## config.mk

```make
export PLATFORM = sky130hd
export DESIGN_NAME = egr_tag_dispatch
export DESIGN_NICKNAME = d
export VERILOG_FILES = /design/src/hdl/egr_tag_pkg.sv /design/src/hdl/egr_tag_dispatch.sv
export VERILOG_INCLUDE_DIRS = /design/src /design/src/hdl
export SDC_FILE = /design/constraint.sdc
export NUM_CORES = 1
export LEC_CHECK = 0
export BUFFER_PORTS_ARGS = -buffer_cell sky130_fd_sc_hd__buf_2
export CORE_AREA = 2 2 39 41
export CTS_BUF_LIST = sky130_fd_sc_hd__clkbuf_2
export DETAILED_ROUTE_END_ITERATION = 6
export DIE_AREA = 0 0 41 43
export GPL_ROUTABILITY_DRIVEN = 0
export PLACE_DENSITY = 0.72
export RECOVER_POWER = 25
export SLEW_MARGIN = 0
export SYNTH_ARGS = -nofsm -noshare
export SYNTH_HDL_FRONTEND = slang
export SYNTH_SLANG_ARGS = --single-unit
```

## constraint.sdc

```tcl
create_clock -name clk -period 1.45 [get_ports clk]
set_input_delay 0.2175 -clock clk [delete_from_list [all_inputs] [get_ports clk]]
set_output_delay 0.2175 -clock clk [all_outputs]
set_load 0.01 [all_outputs]
```

## src/hdl/egr_defs.svh

```systemverilog
/*
 * widths, depths and counts shared by the egress block
 */

`ifndef EGR_DEFS_SVH
`define EGR_DEFS_SVH

// --------------------------------------------------
// ports and tags
// --------------------------------------------------
`define EGR_NUM_PORTS     4
`define EGR_PORT_W        2
`define EGR_PTR_W         6
// byte length of one segment, 1 to 32
`define EGR_LEN_W         6
`define EGR_WCNT_W        3
`define EGR_QUEUE_DEPTH   4

// --------------------------------------------------
// data side
// --------------------------------------------------
`define EGR_WORDS_PER_SEG 4
`define EGR_WIDX_W        2
`define EGR_ADDR_W        8
`define EGR_DATA_W        64
`define EGR_BYTES_W       4
`define EGR_TX_CREDITS    4

`endif

```

## src/hdl/egr_tag_pkg.sv

```systemverilog
/*
 * tag-side types: ring tag and per-port queue entry
 */

`include "egr_defs.svh"

package egr_tag_pkg;

  // --------------------------------------------------
  // scalar fields
  // --------------------------------------------------
  typedef logic [`EGR_PORT_W-1:0] egr_port_t;
  typedef logic [`EGR_PTR_W-1:0]  egr_ptr_t;
  // segment length in bytes
  typedef logic [`EGR_LEN_W-1:0]  egr_len_t;
  // words in a segment, 1 to EGR_WORDS_PER_SEG
  typedef logic [`EGR_WCNT_W-1:0] egr_wcnt_t;

  // tag as it arrives from the ring
  typedef struct packed {
    logic      valid;
    logic      eop;
    egr_port_t port;
    egr_ptr_t  ptr;
    egr_len_t  length;
  } egr_tag_t;

  // one queued segment, already decoded into words
  typedef struct packed {
    egr_ptr_t                ptr;
    logic                    eop;
    egr_wcnt_t               wcnt;
    // valid bytes in the last word, 1 to 8
    logic [`EGR_BYTES_W-1:0] last_bytes;
  } egr_qentry_t;

endpackage

```

## src/hdl/egr_tag_dispatch.sv

```systemverilog
/*
 * tag dispatch: registers ring tags, decodes word counts,
 * pushes each tag into its port queue
 */

`timescale 1ns/1ps
`include "egr_defs.svh"

module egr_tag_dispatch (
  input  logic                      clk,
  input  logic                      rst,
  input  egr_tag_pkg::egr_tag_t     tag_in,
  output logic [`EGR_NUM_PORTS-1:0] push,
  output egr_tag_pkg::egr_qentry_t  entry
);

  // registered ring tag
  egr_tag_pkg::egr_tag_t tag_q;

  // length plus 7 in one extra bit
  logic [`EGR_LEN_W:0] len_round;

  // --------------------------------------------------
  // input register
  // --------------------------------------------------
  always_ff @(posedge clk) begin
    tag_q <= tag_in;
    // reset clears the tag valid bit
    if (rst) begin
      tag_q.valid <= 1'b0;
    end
  end

  // --------------------------------------------------
  // port decode
  // --------------------------------------------------
  // one-hot push one cycle after tag_in.valid
  always_comb begin
    for (int p = 0; p < `EGR_NUM_PORTS; p++) begin
      push[p] = tag_q.valid && (tag_q.port == egr_tag_pkg::egr_port_t'(p));
    end
  end

  // --------------------------------------------------
  // length decode
  // --------------------------------------------------
  // word count is length / 8 rounded up
  assign len_round = {1'b0, tag_q.length} + (`EGR_LEN_W+1)'(7);

  always_comb begin
    entry.ptr  = tag_q.ptr;
    entry.eop  = tag_q.eop;
    entry.wcnt = len_round[`EGR_WCNT_W+2:3];
    // last-word bytes are the remainder of length / 8
    // a zero remainder means a full word
    if (tag_q.length[2:0] == 3'd0) begin
      entry.last_bytes = `EGR_BYTES_W'(8);
    end else begin
      entry.last_bytes = `EGR_BYTES_W'(tag_q.length[2:0]);
    end
  end

endmodule

```

==> run_results.csv <==
group,metric,value,unit
critical_path,critPathMaxStageDelay,0.39,ns
critical_path,slowest_stage,"dfxtp_4",
global_routing,met3_usage,3.141,%
sta,rsz0062_at_grt,"yes",
cells_and_area,insertedDiodeCount,0,
hold_path,hold_end,"entry[10]",
global_routing,grt_pass1_wl,1.104,mm
synthesis,synth_top_cells_by_count,"16 x dfxtp_1, 7 x buf_4, 3 x clkbuf_1, 3 x xnor2_1",
die,die_h,43,um
pwr,leakagePower,0.0003465,uW
global_routing,met1_usage,9.241,%
hold_path,min_path_type,"in -> reg",
place,hpwl,628.2,um
sta,setup_viol,1,
global_routing,grt_pass1_vias,310,
global_routing,grt_usage,9.514,%
sta,relSlewSlack,83.57,%
synthesis,synth_flop_cell,"dfxtp_1",
synthesis,yosys-top-cells-area,"dfxtp_1 67%, buf_4 11%, xnor2_1 5.5%",
die,initial_core_util,34.72,%
global_routing,top_usage_layer,"met2",
die,io_pins,36,
critical_path,crit_buf_inv,1,
sta,tightest_slew,0.2460,ns
die,row_count,14,
critical_path,start_kind,"flop",
global_routing,grtUsageMet2,15.94,%
route,drc,0,
route,vias,353,
place,pre_cts_ws,0.2636,ns
route,drt_wl_total,796,um
run_status,status,"finished with violations",
synthesis,yosysUniqueCellTypes,13,
critical_path,worstPathRequired,1.23,ns
synthesis,syn_nets,56,
global_routing,grt_max_degree,10,
route,drt-pass1-iter-count,2,
synthesis,syn_avg_cell_area,12.64,um^2
hold_path,whs_path_depth,1,
sta,worst_slack,-0.01083,ns
sta,slew_violations,0,
cts,cts_made_buffers,3,
global_routing,grt_overflow,0,
critical_path,critPathCaptureType,"primary output",
synthesis,yosysWarnings,0,
synthesis,synthArstFlopShare,0,%
pwr,irDropWorstVdd,505.8,uV
cts,clk_pin_slew,0.14,ns
cts,htree_num_levels,1,
cts,clkSinkCount,16,
cts,cts_root_buf,"clkbuf_2",
cells_and_area,final_util,50.81,%
synthesis,yosys_register_bits,16,
synthesis,synth_top_area_share,66.67,%
cts,clock_path_buffers,2,
hold_path,hp-start,"tag_in[8]",
critical_path,crit_family,"flip-flops",
route,ant_nets,0,
pwr,power_density,1072,nW/um^2
die,dieArea,1763,um^2
synthesis,synth_most_common_cell,"dfxtp_1",
die,core_area,1384,um^2
sta,layout_min_cycle_time,1.461,ns
synthesis,synth.largest_area_cell,"dfxtp_1",
cts,cts_tree,"yes",
cts,cts_setup_buffers,0,
synthesis,synth_area,480.5,um^2
sta,fin_crit_sh,100.7,%
job,cap_violations,0,
route,drt_iter0_drc,1,
cells_and_area,drive_gt1_share,61.97,%
cells_and_area,num-nets-final,90,
sta,hold_viol_final,0,
cells_and_area,areaGrowthSynthToFinish,46.35,%
critical_path,cp_max_fo,4,
synthesis,syn_inst,38,
pwr,power.total,753.6,uW
synthesis,yosysSeqAreaShare,66.67,%
critical_path,crit_type,"reg -> out",
route,vias_per_cell,4.057,
route,wl_per_cell,9.149,um
critical_path,worstPathArrival,1.24,ns
die,dieWidth,41,um
sta,achievable-frequency,684.5,MHz
run_status,violations,"setup timing",
critical_path,path_cells,"o311ai_4 -> xnor2_1 -> buf_2",
place,port_buffers,35,
global_routing,antenna_found_initial,0,
synthesis,synth-edff-count,0,
placed cells by master (no fill, tap or decap), drive strengths merged:
master,synthesis,final
and3,1,1
and3b,1,1
buf,7,35
clkbuf,3,3
clkinv,0,1
dfxtp,16,16
dlygate4sd3,0,4
nand2,1,1
nor2,1,1
nor2b,1,1
nor3,1,1
nor3b,1,1
o311ai,1,1
o31ai,1,1
xnor2,3,3
where the power goes:
group / switching [uW] / internal, uW / total, uW
Clock: 123 / 60.0 / 183
Sequential: 20.0 / 462 / 482
Combinational: 34.3 / 53.8 / 88.1
layout make-up:
cell class | count | area [um^2]
Fill cell | 128 | 680.7
Sequential cell | 16 | 329.1
Timing Repair Buffer | 39 | 215.2
Multi-Input combinational cell | 12 | 120.1
Tap cell | 16 | 20.02
Clock buffer | 3 | 15.01
Clock inverter | 1 | 3.754
worst max path at each step:
stage	startpoint	endpoint	slack, ns	cells past startpoint
final	tag_q[2]	entry[6]	-0.01	3
after global routing	tag_q[2]	entry[6]	-0.11	3
after CTS	tag_q[2]	entry[5]	-0.0001	3
after detailed placement	tag_q[2]	entry[5]	0.26	3
after global placement	tag_q[2]	entry[6]	0.34	3
after floorplan	tag_q[2]	entry[4]	0.41	2
repair_timing:
item,CTS,global route
gates resized for setup,6,2
endpoints found under the setup margin,2,3
pin swaps,2,3
hold buffers,0,4
endpoints found under the hold margin,0,4
per-stage QoR:
step                      hold WS [ns]  cell area (um^2)    TNS (ns)  std cells
after CTS                      0.01965             651.9  -0.0001356         83
after global routing          0.004403             703.2     -0.1825         87
after floorplan                 0.2452             480.5           0         38
final                          0.03856             703.2    -0.01083         87
after detailed placement        0.3217             611.8           0         79
after global placement          0.3200             611.8           0         79
cells by family after synthesis:
family | synth area share (%)
DFF | 66.67
buffers and inverters | 13.28
and+or+nand+nor | 9.637
xor gates and xnor gates | 5.470
AOI/OAI and AO/OA | 4.949
state kept, by name (all words and copies together), names as in the netlist:
register	cells
entry	7
tag_q	9
per-layer routing:
metal | vias up | wire length (um)
li1 | 178 | -
met1 | 153 | 267
met2 | 22 | 432
met3 | 0 | 96
met4 | 0 | 0
met5 | - | 0
(Power assumes the default switching activity.)
