<file path="config.mk">
export PLATFORM = sky130hd
export DESIGN_NAME = egr_tx_sched
export DESIGN_NICKNAME = d
export VERILOG_FILES = /design/src/hdl/egr_tag_pkg.sv /design/src/hdl/egr_data_pkg.sv /design/src/hdl/egr_tx_sched.sv
export VERILOG_INCLUDE_DIRS = /design/src /design/src/hdl
export SDC_FILE = /design/constraint.sdc
export NUM_CORES = 1
export LEC_CHECK = 0
export BUFFER_PORTS_ARGS = -buffer_cell sky130_fd_sc_hd__buf_2
export CORE_AREA = 2 2 167 169
export DETAILED_ROUTE_END_ITERATION = 7
export DIE_AREA = 0 0 169 171
export SYNTH_ARGS = -nofsm -noshare
export SYNTH_HDL_FRONTEND = slang
export SYNTH_SLANG_ARGS = --single-unit
</file>
<file path="constraint.sdc">
create_clock -name clk -period 2.8 [get_ports clk]
set_input_delay 0 -clock clk [delete_from_list [all_inputs] [get_ports clk]]
set_output_delay 0 -clock clk [all_outputs]
set_load 0.02 [all_outputs]
</file>
<file path="src/hdl/egr_defs.svh">
/*
 * widths, depths and counts shared by the egress block
 */

`ifndef EGR_DEFS_SVH
`define EGR_DEFS_SVH

// --------------------------------------------------
// ports and tags
// --------------------------------------------------
`define EGR_NUM_PORTS     4
`define EGR_PORT_W        2
`define EGR_PTR_W         6
// byte length of one segment, 1 to 32
`define EGR_LEN_W         6
`define EGR_WCNT_W        3
`define EGR_QUEUE_DEPTH   4

// --------------------------------------------------
// data side
// --------------------------------------------------
`define EGR_WORDS_PER_SEG 4
`define EGR_WIDX_W        2
`define EGR_ADDR_W        8
`define EGR_DATA_W        64
`define EGR_BYTES_W       4
`define EGR_TX_CREDITS    4

`endif

</file>
<file path="src/hdl/egr_tag_pkg.sv">
/*
 * tag-side types: ring tag and per-port queue entry
 */

`include "egr_defs.svh"

package egr_tag_pkg;

  // --------------------------------------------------
  // scalar fields
  // --------------------------------------------------
  typedef logic [`EGR_PORT_W-1:0] egr_port_t;
  typedef logic [`EGR_PTR_W-1:0]  egr_ptr_t;
  // segment length in bytes
  typedef logic [`EGR_LEN_W-1:0]  egr_len_t;
  // words in a segment, 1 to EGR_WORDS_PER_SEG
  typedef logic [`EGR_WCNT_W-1:0] egr_wcnt_t;

  // tag as it arrives from the ring
  typedef struct packed {
    logic      valid;
    logic      eop;
    egr_port_t port;
    egr_ptr_t  ptr;
    egr_len_t  length;
  } egr_tag_t;

  // one queued segment, already decoded into words
  typedef struct packed {
    egr_ptr_t                ptr;
    logic                    eop;
    egr_wcnt_t               wcnt;
    // valid bytes in the last word, 1 to 8
    logic [`EGR_BYTES_W-1:0] last_bytes;
  } egr_qentry_t;

endpackage

</file>
<file path="src/hdl/egr_data_pkg.sv">
/*
 * data-side types: memory word, write port, transmit word
 */

`include "egr_defs.svh"

package egr_data_pkg;

  typedef logic [`EGR_DATA_W-1:0] egr_data_t;
  // word address, segment pointer on top and word index below
  typedef logic [`EGR_ADDR_W-1:0] egr_addr_t;

  // environment write into segment memory
  typedef struct packed {
    logic      valid;
    egr_addr_t addr;
    egr_data_t data;
  } egr_mem_wr_t;

  // --------------------------------------------------
  // word toward one EPL
  // --------------------------------------------------
  typedef struct packed {
    logic                    valid;
    logic                    sop;
    logic                    eop;
    // valid bytes in this word, 1 to 8
    logic [`EGR_BYTES_W-1:0] bytes;
    egr_data_t               data;
  } egr_tx_word_t;

endpackage

</file>
<file path="src/hdl/egr_tx_sched.sv">
/*
 * round-robin segment scheduler: word credits, memory reads,
 * transmit words toward the four EPLs
 */

`timescale 1ns/1ps
`include "egr_defs.svh"

module egr_tx_sched (
  input  logic                      clk,
  input  logic                      rst,
  input  egr_tag_pkg::egr_qentry_t  head [`EGR_NUM_PORTS],
  input  logic [`EGR_NUM_PORTS-1:0] not_empty,
  input  logic [`EGR_NUM_PORTS-1:0] tx_credit,
  output logic [`EGR_NUM_PORTS-1:0] pop,
  output egr_data_pkg::egr_addr_t   rd_addr,
  input  egr_data_pkg::egr_data_t   rd_data,
  output egr_data_pkg::egr_tx_word_t tx [`EGR_NUM_PORTS]
);

  localparam int CRED_W = $clog2(`EGR_TX_CREDITS + 1);

  typedef enum logic {
    IDLE,
    SEND
  } state_t;

  state_t                    state;
  egr_tag_pkg::egr_port_t    sel_port;
  logic [`EGR_WIDX_W-1:0]    word_idx;
  egr_tag_pkg::egr_qentry_t  cur;

  // round-robin pick
  logic                      pick_valid;
  egr_tag_pkg::egr_port_t    pick_port;

  // issue of one word this cycle
  logic                      issue;
  logic                      last_word;
  logic [`EGR_NUM_PORTS-1:0] spend;
  logic [CRED_W-1:0]         credit [`EGR_NUM_PORTS];

  // word info travelling alongside the memory read
  logic                      iss_valid;
  egr_tag_pkg::egr_port_t    iss_port;
  logic                      iss_sop;
  logic                      iss_eop;
  logic [`EGR_BYTES_W-1:0]   iss_bytes;

  // --------------------------------------------------
  // round robin
  // --------------------------------------------------
  // search starts one past the port served last
  always_comb begin : rr_pick
    egr_tag_pkg::egr_port_t cand;
    pick_valid = 1'b0;
    pick_port  = sel_port;
    for (int i = 1; i <= `EGR_NUM_PORTS; i++) begin
      cand = sel_port + egr_tag_pkg::egr_port_t'(i);
      if (!pick_valid && not_empty[cand]) begin
        pick_valid = 1'b1;
        pick_port  = cand;
      end
    end
  end

  // --------------------------------------------------
  // word issue
  // --------------------------------------------------
  assign cur       = head[sel_port];
  // no credit on the selected port stalls everything
  assign issue     = (state == SEND) && (credit[sel_port] != '0);
  assign last_word = (`EGR_WCNT_W'(word_idx) + 1'b1) == cur.wcnt;
  assign rd_addr   = {cur.ptr, word_idx};

  // pop on the last word, which also returns the tag credit
  always_comb begin
    for (int p = 0; p < `EGR_NUM_PORTS; p++) begin
      spend[p] = issue && (sel_port == egr_tag_pkg::egr_port_t'(p));
      pop[p]   = spend[p] && last_word;
    end
  end

  // FSM, one segment per pass through SEND
  always_ff @(posedge clk) begin
    if (rst) begin
      state    <= IDLE;
      sel_port <= egr_tag_pkg::egr_port_t'(`EGR_NUM_PORTS - 1);
      word_idx <= '0;
    end else begin
      case (state)
        IDLE: begin
          if (pick_valid) begin
            state    <= SEND;
            sel_port <= pick_port;
            word_idx <= '0;
          end
        end
        SEND: begin
          if (issue) begin
            word_idx <= word_idx + 1'b1;
            if (last_word) begin
              state <= IDLE;
            end
          end
        end
        default: state <= IDLE;
      endcase
    end
  end

  // --------------------------------------------------
  // word credits
  // --------------------------------------------------
  // return and spend in one cycle cancel out
  always_ff @(posedge clk) begin
    for (int p = 0; p < `EGR_NUM_PORTS; p++) begin
      if (rst) begin
        credit[p] <= CRED_W'(`EGR_TX_CREDITS);
      end else begin
        credit[p] <= credit[p] + CRED_W'(tx_credit[p]) - CRED_W'(spend[p]);
      end
    end
  end

  // --------------------------------------------------
  // read pipeline
  // --------------------------------------------------
  always_ff @(posedge clk) begin
    if (rst) begin
      iss_valid <= 1'b0;
    end else begin
      iss_valid <= issue;
    end
  end

  always_ff @(posedge clk) begin
    iss_port  <= sel_port;
    iss_sop   <= (word_idx == '0);
    // eop marks the end of the packet, not of every segment
    iss_eop   <= last_word && cur.eop;
    iss_bytes <= last_word ? cur.last_bytes : `EGR_BYTES_W'(8);
  end

  // data lines are shared, valid steers the word to one EPL
  always_comb begin
    for (int p = 0; p < `EGR_NUM_PORTS; p++) begin
      tx[p].valid = iss_valid && (iss_port == egr_tag_pkg::egr_port_t'(p));
      tx[p].sop   = iss_sop;
      tx[p].eop   = iss_eop;
      tx[p].bytes = iss_bytes;
      tx[p].data  = rd_data;
    end
  end

endmodule

</file>
==> impl_table.tex <==
\begin{tabular}{lr}
\hline
Metric & Value \\
\hline
\multicolumn{2}{l}{\textbf{Floorplan}} \\
Die footprint & 0.0289 mm2 \\
Cell Rows & 61 \\
Placeable Area & 0.0273 mm2 \\
Initial Utilization & 14.6\% \\
Die H & 171 um \\
Die Width & 169 um \\
\# IOs & 426 \\
\multicolumn{2}{l}{\textbf{Synth}} \\
Yosys synthesis warning count & 0 \\
Syn\_nets & 604 \\
Asr flop ratio synth & 0\% \\
Top flip-flop cell by instance count after synthesis & dfxtp\_1 \\
Number of enable flip-flop cells after synthesis & 0 \\
Library cells used by synthesis & 41 \\
Flops \& latches, synth & 28 \\
Area of the mapped netlist & 0.00398 mm2 \\
Syn\_area\_per\_cell & 8.73 um2 \\
Sequential cell area fraction in the yosys report & 14.1\% \\
Post-synthesis instance total & 456 \\
\multicolumn{2}{l}{\textbf{Timing}} \\
Worst hold slack & 0.0000176 ns \\
Final Skew & 0.00228 ns \\
Number of failing setup endpoints in the final timing report & 0 \\
Worst rel slew slack & 75.5\% \\
Final period util & 94.7\% \\
Transition time at the pin with the least slew margin & 0.362 ns \\
Crit path setup slack, layout & 0.148 ns \\
Setup repair after global routing missed its margin & no \\
Maximum clock frequency & 377 MHz \\
Number of max-slew violations in the final report & 0 \\
Hold Fails Final Rpt & 0 \\
Total Neg Setup Slack & 0 ns \\
Final worst path period need & 2.65 ns \\
\multicolumn{2}{l}{\textbf{Setup path}} \\
Path type of the worst setup path & reg2reg \\
Worst path arrival time & 2.81 ns \\
Sort of element at the start of the critical path & flop \\
Required time of the worst setup path & 2.96 ns \\
Crit path capture type & flop \\
Top fanout value on the critical path & 8 \\
\multicolumn{2}{l}{\textbf{Clocking}} \\
TritonCTS Sinks & 28 \\
Clock tree from TritonCTS & done \\
Post-CTS Hold Fix Bufs & 0 \\
Number of buffers created by CTS & 3 \\
Worst-Skew Late Latency & 0.27 ns \\
H-tree lvl count & 1 \\
Clock-pin slew on the worst setup and hold paths & 0.07 ns \\
Clock root buffer & clkbuf\_16 \\
Clock Tree Buf Depth & 2 \\
\multicolumn{2}{l}{\textbf{Cells and area}} \\
Area used by multi-input combinational logic & 0.00126 mm2 \\
Growth of design area from synthesis to finish & -24.6\% \\
Fraction of layout cells with a size suffix above 1 & 53.0\% \\
Number of fillers in the final layout & 3144 \\
Number of nets in the finished design & 432 \\
Antenna diode count & 0 \\
Register area & 562 um2 \\
\multicolumn{2}{l}{\textbf{Placed design}} \\
Worst slack at placement & 0.0792 ns \\
Gpl congestion & 0.711 \\
Detailed-placement wirelength estimate & 7920 um \\
Count of buffers from port buffering & 105 \\
\multicolumn{2}{l}{\textbf{Power and ir drop}} \\
PwrDens & 751 mW/mm2 \\
Seq pwr share & 28.8\% \\
Relative contribution of combinational cells to total power & 51.6\% \\
Net switching power & 0.907 mW \\
Power Internal & 1.35 mW \\
Worst supply voltage drop on vdd & 0.323 mV \\
Net Sw Frac & 40.2\% \\
Proportion of power drawn by the clock network & 19.6\% \\
Leakage component of the power & 1.33 nW \\
Total power of the final layout & 2.26 mW \\
\multicolumn{2}{l}{\textbf{Detailed routing}} \\
Starting DRT DRC Count & 85 \\
Mean routed wirelength per cell & 14.9 um \\
Final routed wirelength across all metal layers & 9360 um \\
Number of iterations in the first detailed-routing pass & 4 \\
Via density per instance & 3.06 \\
Antenna-violating nets left & 0 \\
Total number of vias & 1927 \\
Drc violations & 0 \\
\multicolumn{2}{l}{\textbf{GRT}} \\
Residual overflow from global routing & 0 \\
Maximum number of pins on one net before global-route repair & 21 \\
Antenna violations before repair & 0 \\
Number of global-route vias before repair & 1909 \\
Global-route wire length before repair & 12600 um \\
Global-route total usage across every layer & 5.97\% \\
\multicolumn{2}{l}{\textbf{Flow run}} \\
\# Max-Cap Violations & 0 \\
\multicolumn{2}{l}{\textbf{Outcome}} \\
Run status & complete, no violations \\
\multicolumn{2}{l}{\textbf{Min path}} \\
Hold/Removal Path Class & in2out \\
\hline
\end{tabular}
## critical path, stage by stage (launching register included)
cell,delay [ns]
dfxtp_1,0.35
or4_1,0.54
nand3_2,0.12
a21boi_4,0.09
and2_1,0.19
ha_1,0.27
inv_1,0.04
ha_1,0.18
fa_1,0.38
xnor2_1,0.18
xnor2_1,0.13
nand2_1,0.06
## registers in the layout, indices dropped and copies added, names as in the netlist, named ones only
signal and flops:
state 1, iss_port 2, iss_eop 1, word_idx 2
credit 12, sel_port 2, iss_sop 1, iss_valid 1
iss_bytes 4
## power groups by stage
stage / clock [mW] / sequential [mW] / combinational (mW)
after global placement: 0 / 0.655 / 1.11
after detailed placement: 0 / 0.656 / 1.13
after global routing: 0.471 / 0.671 / 1.30
after CTS: 0.459 / 0.647 / 1.13
after floorplan: 0 / 0.628 / 1.45
final: 0.443 / 0.649 / 1.16
## cells in the mapped netlist (all sizes together), types with 3 or more instances
library cell / n / area [um2]
a211oi: 3 / 27.5
mux4: 14 / 315
dfxtp: 28 / 561
mux2i: 6 / 60.1
nand3: 6 / 30.0
o21ai: 4 / 20.0
a21oi: 4 / 23.8
xnor2: 8 / 70.1
nor2: 5 / 18.8
nand2: 6 / 22.5
buf: 287 / 2160
xor2: 5 / 43.8
fa: 4 / 80.1
inv: 19 / 71.3
nor2b: 7 / 43.8
ha: 14 / 175
and2: 13 / 81.3
## cell families (layout without fill, tap and decap cells)
logic type               count (synthesis)  in the layout  synth area share (%)
buffers and inverters                  307            134                  56.1
AND/OR/NAND/NOR                         51             51                  7.35
flip-flops                              28             28                  14.1
multiplexers                            22             22                  9.99
adder cells (fa/ha/maj)                 18             18                  6.41
AO/OA/AOI/OAI                           17             17                  3.17
XOR/XNOR                                13             13                  2.86
## per-stage QoR
stage               utilization [%]  std cells  instance area [um2]
finish                         11.0        629                 3000
global route                   11.0        629                 3000
CTS                            10.7        628                 2920
detailed placement             10.3        624                 2810
global placement               10.3        624                 2810
floorplan                         -        456                 3980
## final timing paths
path / cells after the start / slack [ns] / from / to
worst max-delay path: 11 / 0.15 / credit[2][1] / credit[1][2]
worst max register to register: 11 / 0.15 / credit[2][1] / credit[1][2]
worst min-delay path: 0 / 0.00002 / rd_data[57] / tx[270]
worst min register to register: 0 / 0.41 / sel_port[0] / iss_port[0]
## cell type report
cell class | count | area share, %
tap | 346 | 14.4
timing repair buffer | 111 | 19.0
inverter | 19 | 2.38
clock buffer | 3 | 2.50
multi-input combinational | 121 | 42.0
clock inverter | 1 | 1.00
sequential | 28 | 18.7
## cell usage in the layout, fill, tap and decap left out, types with 2 or more instances in the layout
cell type and instances:
buf_4 6, ha_4 2, nand3_1 5, ha_1 12, o311ai_1 2, and2_1 11, mux4_2 14, o21ai_0 2
nor2_1 5, a211oi_1 2, xnor2_1 7, and2_4 2, nor2b_1 7, nand2b_1 2, clkbuf_16 3, a21oi_1 3
xor2_1 4, inv_1 16, mux2_2 2, mux2i_1 6, inv_2 3, buf_2 105, dfxtp_1 27, nor3_1 2
o21ai_1 2, fa_1 2, nand2_1 6, fa_2 2
## per-layer routing
layer	share of wire, %	global-route usage [%]	routed length [um]
met2	43	8.68	4050
met1	33	5.83	3040
met4	6.8	4.87	639
met5	0	0	0
met3	17	4.16	1620
## timing repair
action                                  in CTS  in global routing
endpoints found under the setup margin       0                  4
gates resized for setup                      0                 16
buffers inserted                             0                  1
(Power assumes the default switching activity.)
