[src/hdl/egr_defs.svh]
/*
 * widths, depths and counts shared by the egress block
 */

`ifndef EGR_DEFS_SVH
`define EGR_DEFS_SVH

// --------------------------------------------------
// ports and tags
// --------------------------------------------------
`define EGR_NUM_PORTS     4
`define EGR_PORT_W        2
`define EGR_PTR_W         6
// byte length of one segment, 1 to 32
`define EGR_LEN_W         6
`define EGR_WCNT_W        3
`define EGR_QUEUE_DEPTH   4

// --------------------------------------------------
// data side
// --------------------------------------------------
`define EGR_WORDS_PER_SEG 4
`define EGR_WIDX_W        2
`define EGR_ADDR_W        8
`define EGR_DATA_W        64
`define EGR_BYTES_W       4
`define EGR_TX_CREDITS    4

`endif

[src/hdl/egr_tag_pkg.sv]
/*
 * tag-side types: ring tag and per-port queue entry
 */

`include "egr_defs.svh"

package egr_tag_pkg;

  // --------------------------------------------------
  // scalar fields
  // --------------------------------------------------
  typedef logic [`EGR_PORT_W-1:0] egr_port_t;
  typedef logic [`EGR_PTR_W-1:0]  egr_ptr_t;
  // segment length in bytes
  typedef logic [`EGR_LEN_W-1:0]  egr_len_t;
  // words in a segment, 1 to EGR_WORDS_PER_SEG
  typedef logic [`EGR_WCNT_W-1:0] egr_wcnt_t;

  // tag as it arrives from the ring
  typedef struct packed {
    logic      valid;
    logic      eop;
    egr_port_t port;
    egr_ptr_t  ptr;
    egr_len_t  length;
  } egr_tag_t;

  // one queued segment, already decoded into words
  typedef struct packed {
    egr_ptr_t                ptr;
    logic                    eop;
    egr_wcnt_t               wcnt;
    // valid bytes in the last word, 1 to 8
    logic [`EGR_BYTES_W-1:0] last_bytes;
  } egr_qentry_t;

endpackage

[src/hdl/egr_port_queue.sv]
/*
 * tag FIFO for one transmit port
 */

`timescale 1ns/1ps
`include "egr_defs.svh"

module egr_port_queue (
  input  logic                     clk,
  input  logic                     rst,
  input  logic                     push,
  input  egr_tag_pkg::egr_qentry_t entry_in,
  input  logic                     pop,
  output egr_tag_pkg::egr_qentry_t head,
  output logic                     not_empty
);

  localparam int PTR_W = $clog2(`EGR_QUEUE_DEPTH);
  localparam int CNT_W = $clog2(`EGR_QUEUE_DEPTH + 1);

  egr_tag_pkg::egr_qentry_t mem [`EGR_QUEUE_DEPTH];

  logic [PTR_W-1:0] wr_ptr;
  logic [PTR_W-1:0] rd_ptr;
  logic [CNT_W-1:0] count;

  // --------------------------------------------------
  // storage
  // --------------------------------------------------
  // write at the tail on each push
  always_ff @(posedge clk) begin
    if (push) begin
      mem[wr_ptr] <= entry_in;
    end
  end

  // --------------------------------------------------
  // pointers and occupancy
  // --------------------------------------------------
  always_ff @(posedge clk) begin
    if (rst) begin
      wr_ptr <= '0;
      rd_ptr <= '0;
      count  <= '0;
    end else begin
      if (push) begin
        wr_ptr <= wr_ptr + 1'b1;
      end
      if (pop) begin
        rd_ptr <= rd_ptr + 1'b1;
      end
      // push and pop together leave the count alone
      count <= count + CNT_W'(push) - CNT_W'(pop);
    end
  end

  // head shows up the cycle after its push
  assign head      = mem[rd_ptr];
  assign not_empty = (count != '0);

endmodule

[config.mk]
export PLATFORM = sky130hd
export DESIGN_NAME = egr_port_queue
export DESIGN_NICKNAME = d
export VERILOG_FILES = /design/src/hdl/egr_tag_pkg.sv /design/src/hdl/egr_port_queue.sv
export VERILOG_INCLUDE_DIRS = /design/src /design/src/hdl
export SDC_FILE = /design/constraint.sdc
export NUM_CORES = 1
export LEC_CHECK = 0
export BUFFER_PORTS_ARGS = -buffer_cell sky130_fd_sc_hd__buf_2
export CAP_MARGIN = 30
export CELL_PAD_IN_SITES_DETAIL_PLACEMENT = 1
export CELL_PAD_IN_SITES_GLOBAL_PLACEMENT = 2
export CORE_AREA = 2 2 79 81
export CTS_CLUSTER_SIZE = 28
export DETAILED_ROUTE_END_ITERATION = 12
export DIE_AREA = 0 0 81 83
export GPL_ROUTABILITY_DRIVEN = 1
export PLACE_DENSITY_LB_ADDON = 0.05
export SLEW_MARGIN = 25
export SYNTH_ARGS = -nofsm -noshare
export SYNTH_HDL_FRONTEND = slang
export SYNTH_SLANG_ARGS = --single-unit
[constraint.sdc]
create_clock -name clk -period 2.6 [get_ports clk]
set_clock_uncertainty 0.1 [all_clocks]
set_input_delay 0.78 -clock clk [delete_from_list [all_inputs] [get_ports clk]]
set_output_delay 0.78 -clock clk [all_outputs]
set_load 0.02 [all_outputs]
==> impl_results.md, run 1 <==
* Crit path DAT at 1.58 ns
* Period utilisation layout at 0.948
* Area occupied by multi-input gates at 562 um^2
* Number of global-route vias before repair at about 1300
* Fin area at 2950 um^2
* CP Class: flop to primary output
* Average vias per placed instance at approximately 4.9
* Syn Nets at 139
* Die Height at 83 um
* Initial antenna violation count at 0
* Slew headroom at 0.859
* Top cell type's share of synthesized area at 0.677
* Setup violators final at 0
* Port Buf Inserts at 32
* Sw Ratio at 0.224
* Clock share of power at 0.356
* Worst slew pin tran at 0.210 ns
* Layout net count at 186
* DRT met1 WL at 1.82 mm
* Gate power share at 0.128
* CTS tree: yes
* 1st-iter DRT viols at 72
* Slowest stage cell, crit path: mux4_2
* Layout cells sized above 1 at 0.386
* Run status: finished, final reports clean
* Hold Worst Slack at between 0.4 and 0.5 ns
* Crit path cell chain: buf_4, mux4_2, buf_2
* DIE AREA at 6720 um^2
* Via count at between 1000 and 1500
* FMAX at approximately 410 MHz
* Mux cell area share after synthesis at 0.137
* RSZ-0062 raised after global routing: no
* Router iterations before antenna repair at 4
* Post-synthesis sequential area ratio at 0.750
* Cell-internal power at 1.83 mW
* Bufs on Longest Clock Path at 2
* Reg2Reg Depth at 7
* First-pass GRT wire length at 7.09 mm
* Synth Register Bits at 65
* Final hold vios at 0
* Placed inst area at 2750 um^2
* Post-DP HPWL at approximately 2.8 mm
* Simple-gate share of the synthesized area at 0.0282
* Die W at between 80 and 90 um
* ANT nets after route at 0
* Net Sw Power at 0.529 mW
* Setup TNS Final at 0 ns
* Startpoint types: flop
* Post-synthesis cell count at 114
* Stages on worst setup path at 3
* Combinational family with the most area after synthesis: multiplexers
* Hold Path Stages at 2
* CP endpoint kind: primary output
* WP buf/inv at 2
* Met3 WL at approximately 220 um
* Routed WL per cell at 17.5 um
* Adder-cell area share of the yosys netlist at 0.0383
* GPL Wtd Cong at 0.654
* Area contributors post-synth: edfxtp_1 (68%), mux4_2 (9.1%), dfxtp_1 (7.3%)
* Fin. max-slew vios at 0
* Delay of the slowest cell on the worst path at 0.53 ns
* Syn. warnings at 0
* Global route overflow at 0
* CTS clk-pin slew, worst paths at around 0.070 ns
* Share of total power in sequential cells at 0.516
* Metal2 WL at 2.14 mm
* Leakage power at 1.08 nW
* Root Buffer: clkbuf_8
* Highest Signal Layer: met4
* Layout area overhead at 18.9%
* Compound-Gate Fraction of Synth Area at 0.00605
* Number of max-cap violations at 0
* Clock latency on the worst-skew pair at 0.32 ns
* Site Rows at 28
* Distinct cells, synth at 20
* Seq. cell area at roughly 1900 um^2
* Htree depth at 3
* Worst Hold Class: flop to flop
* Power Total at 2.36 mW
* Total CTS buffers at 9
* Delay-heaviest family, CP: multiplexers
* GR Util All Layers at 0.150
* Core box area at between 5000 and 6000 um^2
* Min cycle time layout at 2.46 ns
* DRT Wirelength at 4.23 mm
* # hold bufs at CTS at 0
* Avg Inst Size Synth at 21.8 um^2
* Largest net degree at the start of global routing at 15
* Synth Cell Area at 2480 um^2
* Post CTS Setup Buffer Count at 0
* Initial core utilization at 0.427
* Residual DRC at 0
* IO Count at 33
* ANT cells at 0
* Core Util, Final at 0.508
* Worst Path Required at 1.72 ns
* Synthesized-area fraction occupied by xor and xnor cells at 0.0166
* Fillers at 562
* CTS resizes at 0
* Sink Count at 65
* Critical-path maximum fanout at 9
* Power per cell area at roughly 800 nW/um^2
* Peak supply drop at between 0.0003 and 0.0004 V
* Area leader, netlist: edfxtp_1
power by group through the flow:
stage / registers, mW / clock network [mW] / logic (mW)
after detailed placement: 1.24 / 0 / 0.310
after CTS: 1.22 / 0.866 / 0.312
after global placement: 1.24 / 0 / 0.303
after global routing: 1.23 / 0.911 / 0.338
final: 1.22 / 0.841 / 0.301
after floorplan: 1.24 / 0 / 0.215
layout make-up:
type,instances,area share
Clock buffer,13,0.0538
Clock inverter,3,0.0136
Inverter,6,0.00763
Multi-Input combinational cell,40,0.190
Sequential cell,65,0.631
Tap cell,75,0.0318
Timing Repair Buffer,39,0.0721
per-layer routing:
metal | up-vias | track usage
met2 | 31 | 0.225
met4 | 0 | 0.0693
met1 | 596 | 0.203
met3 | 5 | 0.0402
li1 | 543 | -
met5 | - | 0
path summary, 6_finish.rpt:
| check | startpoint | end | slack [ns] |
|---|---|---|---|
| setup / recovery | flop | head[12] | 0.14 |
| hold / removal | rd_ptr[0] | flop | 0.44 |
| setup reg to reg | count[0] | count[2] | 0.76 |
| hold reg to reg | rd_ptr[0] | flop | 0.44 |
cell families (layout without fill, tap and decap cells):
logic type / after synthesis / count (layout)
adder cells (fa/ha/maj): 7 / 7
multiplexers: 15 / 15
AO/OA/AOI/OAI: 2 / 2
buffers and inverters: 9 / 61
XOR/XNOR: 3 / 3
flip-flops: 65 / 65
AND/OR/NAND/NOR: 13 / 13
sequential cells by signal, indices dropped and copies added (netlist names), named ones only:
register and flops:
count 3, mem 56, rd_ptr 2, wr_ptr 2
placed cells by master (no fill, tap or decap), drive strengths merged:
| master | instances |
|---|---|
| a21bo | 1 |
| a21oi | 1 |
| and2 | 4 |
| buf | 39 |
| bufinv | 1 |
| clkbuf | 13 |
| clkinv | 2 |
| dfxtp | 9 |
| edfxtp | 56 |
| fa | 1 |
| ha | 6 |
| inv | 6 |
| mux2i | 1 |
| mux4 | 14 |
| nand3b | 1 |
| nor2 | 5 |
| nor2b | 2 |
| or3 | 1 |
| xnor2 | 2 |
| xor3 | 1 |
worst min-delay path: stages, from the launching register on:
cell,delay (ns)
dfxtp_1,0.34
nand3b_1,0.09
a21oi_1,0.07
through the flow:
step	setup WS, ns	std cells
finish	0.136	241
CTS	0.0805	241
global route	0.0293	241
global placement	0.249	225
detailed placement	0.198	225
floorplan	0.404	114
synth_stat cells:
library cell / instances
nor2_1: 5
xnor2_1: 2
nor2b_1: 2
buf_12: 1
dfxtp_1: 9
a21bo_2: 1
mux4_1: 4
ha_1: 6
fa_1: 1
buf_6: 1
a21oi_1: 1
mux2i_1: 1
mux4_2: 10
or3_1: 1
buf_2: 1
inv_1: 6
edfxtp_1: 56
nand3b_1: 1
xor3_1: 1
and2_1: 4
(Power assumes the default switching activity.)
==> inputs of run 2 (changes only) <==
--- a/config.mk
+++ b/config.mk
@@ -8,12 +8,10 @@
 export LEC_CHECK = 0
 export BUFFER_PORTS_ARGS = -buffer_cell sky130_fd_sc_hd__buf_2
 export CAP_MARGIN = 30
-export CELL_PAD_IN_SITES_DETAIL_PLACEMENT = 1
-export CELL_PAD_IN_SITES_GLOBAL_PLACEMENT = 2
-export CORE_AREA = 2 2 79 81
+export CORE_AREA = 2 2 74 76
 export CTS_CLUSTER_SIZE = 28
 export DETAILED_ROUTE_END_ITERATION = 12
-export DIE_AREA = 0 0 81 83
+export DIE_AREA = 0 0 76 78
 export GPL_ROUTABILITY_DRIVEN = 1
 export PLACE_DENSITY_LB_ADDON = 0.05
 export SLEW_MARGIN = 25
==> run 2 against run 1 <==
- wire length is 8.5% lower
- core utilization is 7.7 points higher
- total power shrank 3.0%
- clock power down 8.6%
- combinational power hardly changed
- worst hold slack got worse by 0.0019 ns
- die area is 12% lower
- register-to-register slack barely moved
- flip-flop and latch count did not move
- final cell count fell by 1.2%
- largest power group unchanged
==> impl_results.md, run 2 (synthesis results as in run 1) <==
* Run status: finished, final reports clean
* Die Height at 78 um
* Crit path DAT at between 1.5 and 2 ns
* Net Sw Power at 0.516 mW
* Number of max-cap violations at 0
* GR Util All Layers at 0.151
* Residual DRC at 0
* Layout cells sized above 1 at 0.381
* Critical-path maximum fanout at 7
* Router iterations before antenna repair at 4
* Root Buffer: clkbuf_8
* Startpoint types: flop
* DRT Wirelength at 3.87 mm
* Htree depth at 3
* Largest registers: mem x56, count x3
* Setup WS pre-CTS at ~0.19 ns
* Site Rows at 26
* Global route overflow at 0
* DRT met1 WL at around 1.6 mm
* CTS clk-pin slew, worst paths at 0.06 ns
* Met3 WL at 193 um
* FMAX at 405 MHz
* Share of total power in sequential cells at 0.532
* Initial antenna violation count at 0
* Clock share of power at 0.335
* Core Util, Final at 0.584
* Bufs on Longest Clock Path at 2
* Setup violators final at 0
* Cell-internal power at roughly 1.8 mW
* Leakage power at 1.07 nW
* IO Count at 33
* Metal2 WL at around 2 mm
* CTS resizes at 0
* DIE AREA at around 6000 um^2
* Most frequent cells in the layout: edfxtp_1 (56), buf_2 (32), mux4_2 (10), buf_4 (10)
* Worst slew pin tran at around 0.22 ns
* GPL Wtd Cong at 0.655
* Sink Count at 65
* Commonest non-fill, non-tap cell in the layout: edfxtp_1
* CTS tree: yes
* Routed WL per cell at 16.3 um
* Highest Signal Layer: met4
* Initial core utilization at 0.492
* Min cycle time layout at 2.47 ns
* Fin. max-slew vios at 0
* Worst Path Required at about 1.7 ns
* ANT nets after route at 0
* First-pass GRT wire length at between 6 and 7 mm
* Power per cell area at 778 nW/um^2
* Setup TNS Final at 0 ns
* Setup WS post-layout at 0.134 ns
* Core box area at 5040 um^2
* Crit path cell chain: buf_4, mux4_1, buf_2
* Die W at 76 um
* Total CTS buffers at 9
* Clock latency on the worst-skew pair at 0.33 ns
* Max reg flops at between 50 and 60
* Via count at 1183
* Worst Hold Class: flop to flop
* Gate power share at 0.133
* Delay-heaviest family, CP: multiplexers
* Layout net count at 189
* Port Buf Inserts at 32
* Fillers at approximately 380
* Layout area overhead at 18.6%
* Post-DP HPWL at 2.58 mm
* Slowest stage cell, crit path: mux4_1
* Largest net degree at the start of global routing at 15
* Most flops, register: mem
* WP buf/inv at 2
* Final hold vios at 0
* ANT cells at 0
* Average vias per placed instance at 4.97
* Peak supply drop at 0.000346 V
* Period utilisation layout at 0.949
* 1st-iter DRT viols at 55
* CP endpoint kind: primary output
* Slew headroom at 0.851
* Post CTS Setup Buffer Count at 0
* CP Class: flop to primary output
* Sw Ratio at 0.225
* Delay of the slowest cell on the worst path at 0.57 ns
* # hold bufs at CTS at 0
* Number of global-route vias before repair at 1266
* RSZ-0062 raised after global routing: no
-- run 2: changes by cell type in the layout (fill, tap and decap cells not counted), sizes merged --
cell	change
clkbuf	-2
clkinvlp	+1
buf	+3
-- run 2: per-layer routing --
metal	vias to the layer above	GRT usage
met5	-	0
met4	0	0.0927
met3	8	0.0395
met2	35	0.245
met1	591	0.182
li1	549	-
-- run 2: power by group through the flow --
stage | logic [mW] | clock network (mW) | registers, mW
final | 0.304 | 0.769 | 1.22
after detailed placement | 0.308 | 0 | 1.24
after global routing | 0.333 | 0.849 | 1.22
after floorplan | 0.215 | 0 | 1.24
after global placement | 0.302 | 0 | 1.24
after CTS | 0.310 | 0.803 | 1.22
-- run 2: layout make-up --
| class | instances | area (um^2) | share of cell area |
|---|---|---|---|
| clock buffer | 11 | 131 | 0.0446 |
| clock inverter | 4 | 45.0 | 0.0153 |
| tap | 70 | 87.6 | 0.0297 |
| inverter | 6 | 22.5 | 0.00765 |
| sequential | 65 | 1860 | 0.632 |
| timing repair buffer | 42 | 235 | 0.0799 |
| multi-input combinational | 40 | 562 | 0.191 |
-- run 2: final timing paths --
kind | end | startpoint | cells past startpoint | slack (ns)
setup / recovery | head[13] | flop | 3 | 0.13
hold / removal | flop | rd_ptr[0] | 2 | 0.44
setup reg to reg | count[2] | count[0] | 7 | 0.76
hold reg to reg | flop | rd_ptr[0] | 2 | 0.44
-- run 2: worst register-to-register path, cell delays in order, from the launching register on --
cell     delay, ns
dfxtp_1       0.32
inv_1         0.04
ha_1          0.27
inv_1         0.04
ha_1          0.19
fa_1          0.38
xor3_1        0.35
nor2_1        0.09
-- run 2: through the flow --
| stage | power, mW | hold WS, ns | instances | area, um^2 |
|---|---|---|---|---|
| final | 2.29 | 0.442 | 238 | 2950 |
| after global routing | 2.41 | 0.463 | 238 | 2950 |
| after CTS | 2.33 | 0.444 | 238 | 2950 |
| after detailed placement | 1.55 | 0.435 | 223 | 2770 |
| after global placement | 1.54 | 0.428 | 223 | 2770 |
| after floorplan | 1.45 | 0.392 | 114 | 2480 |
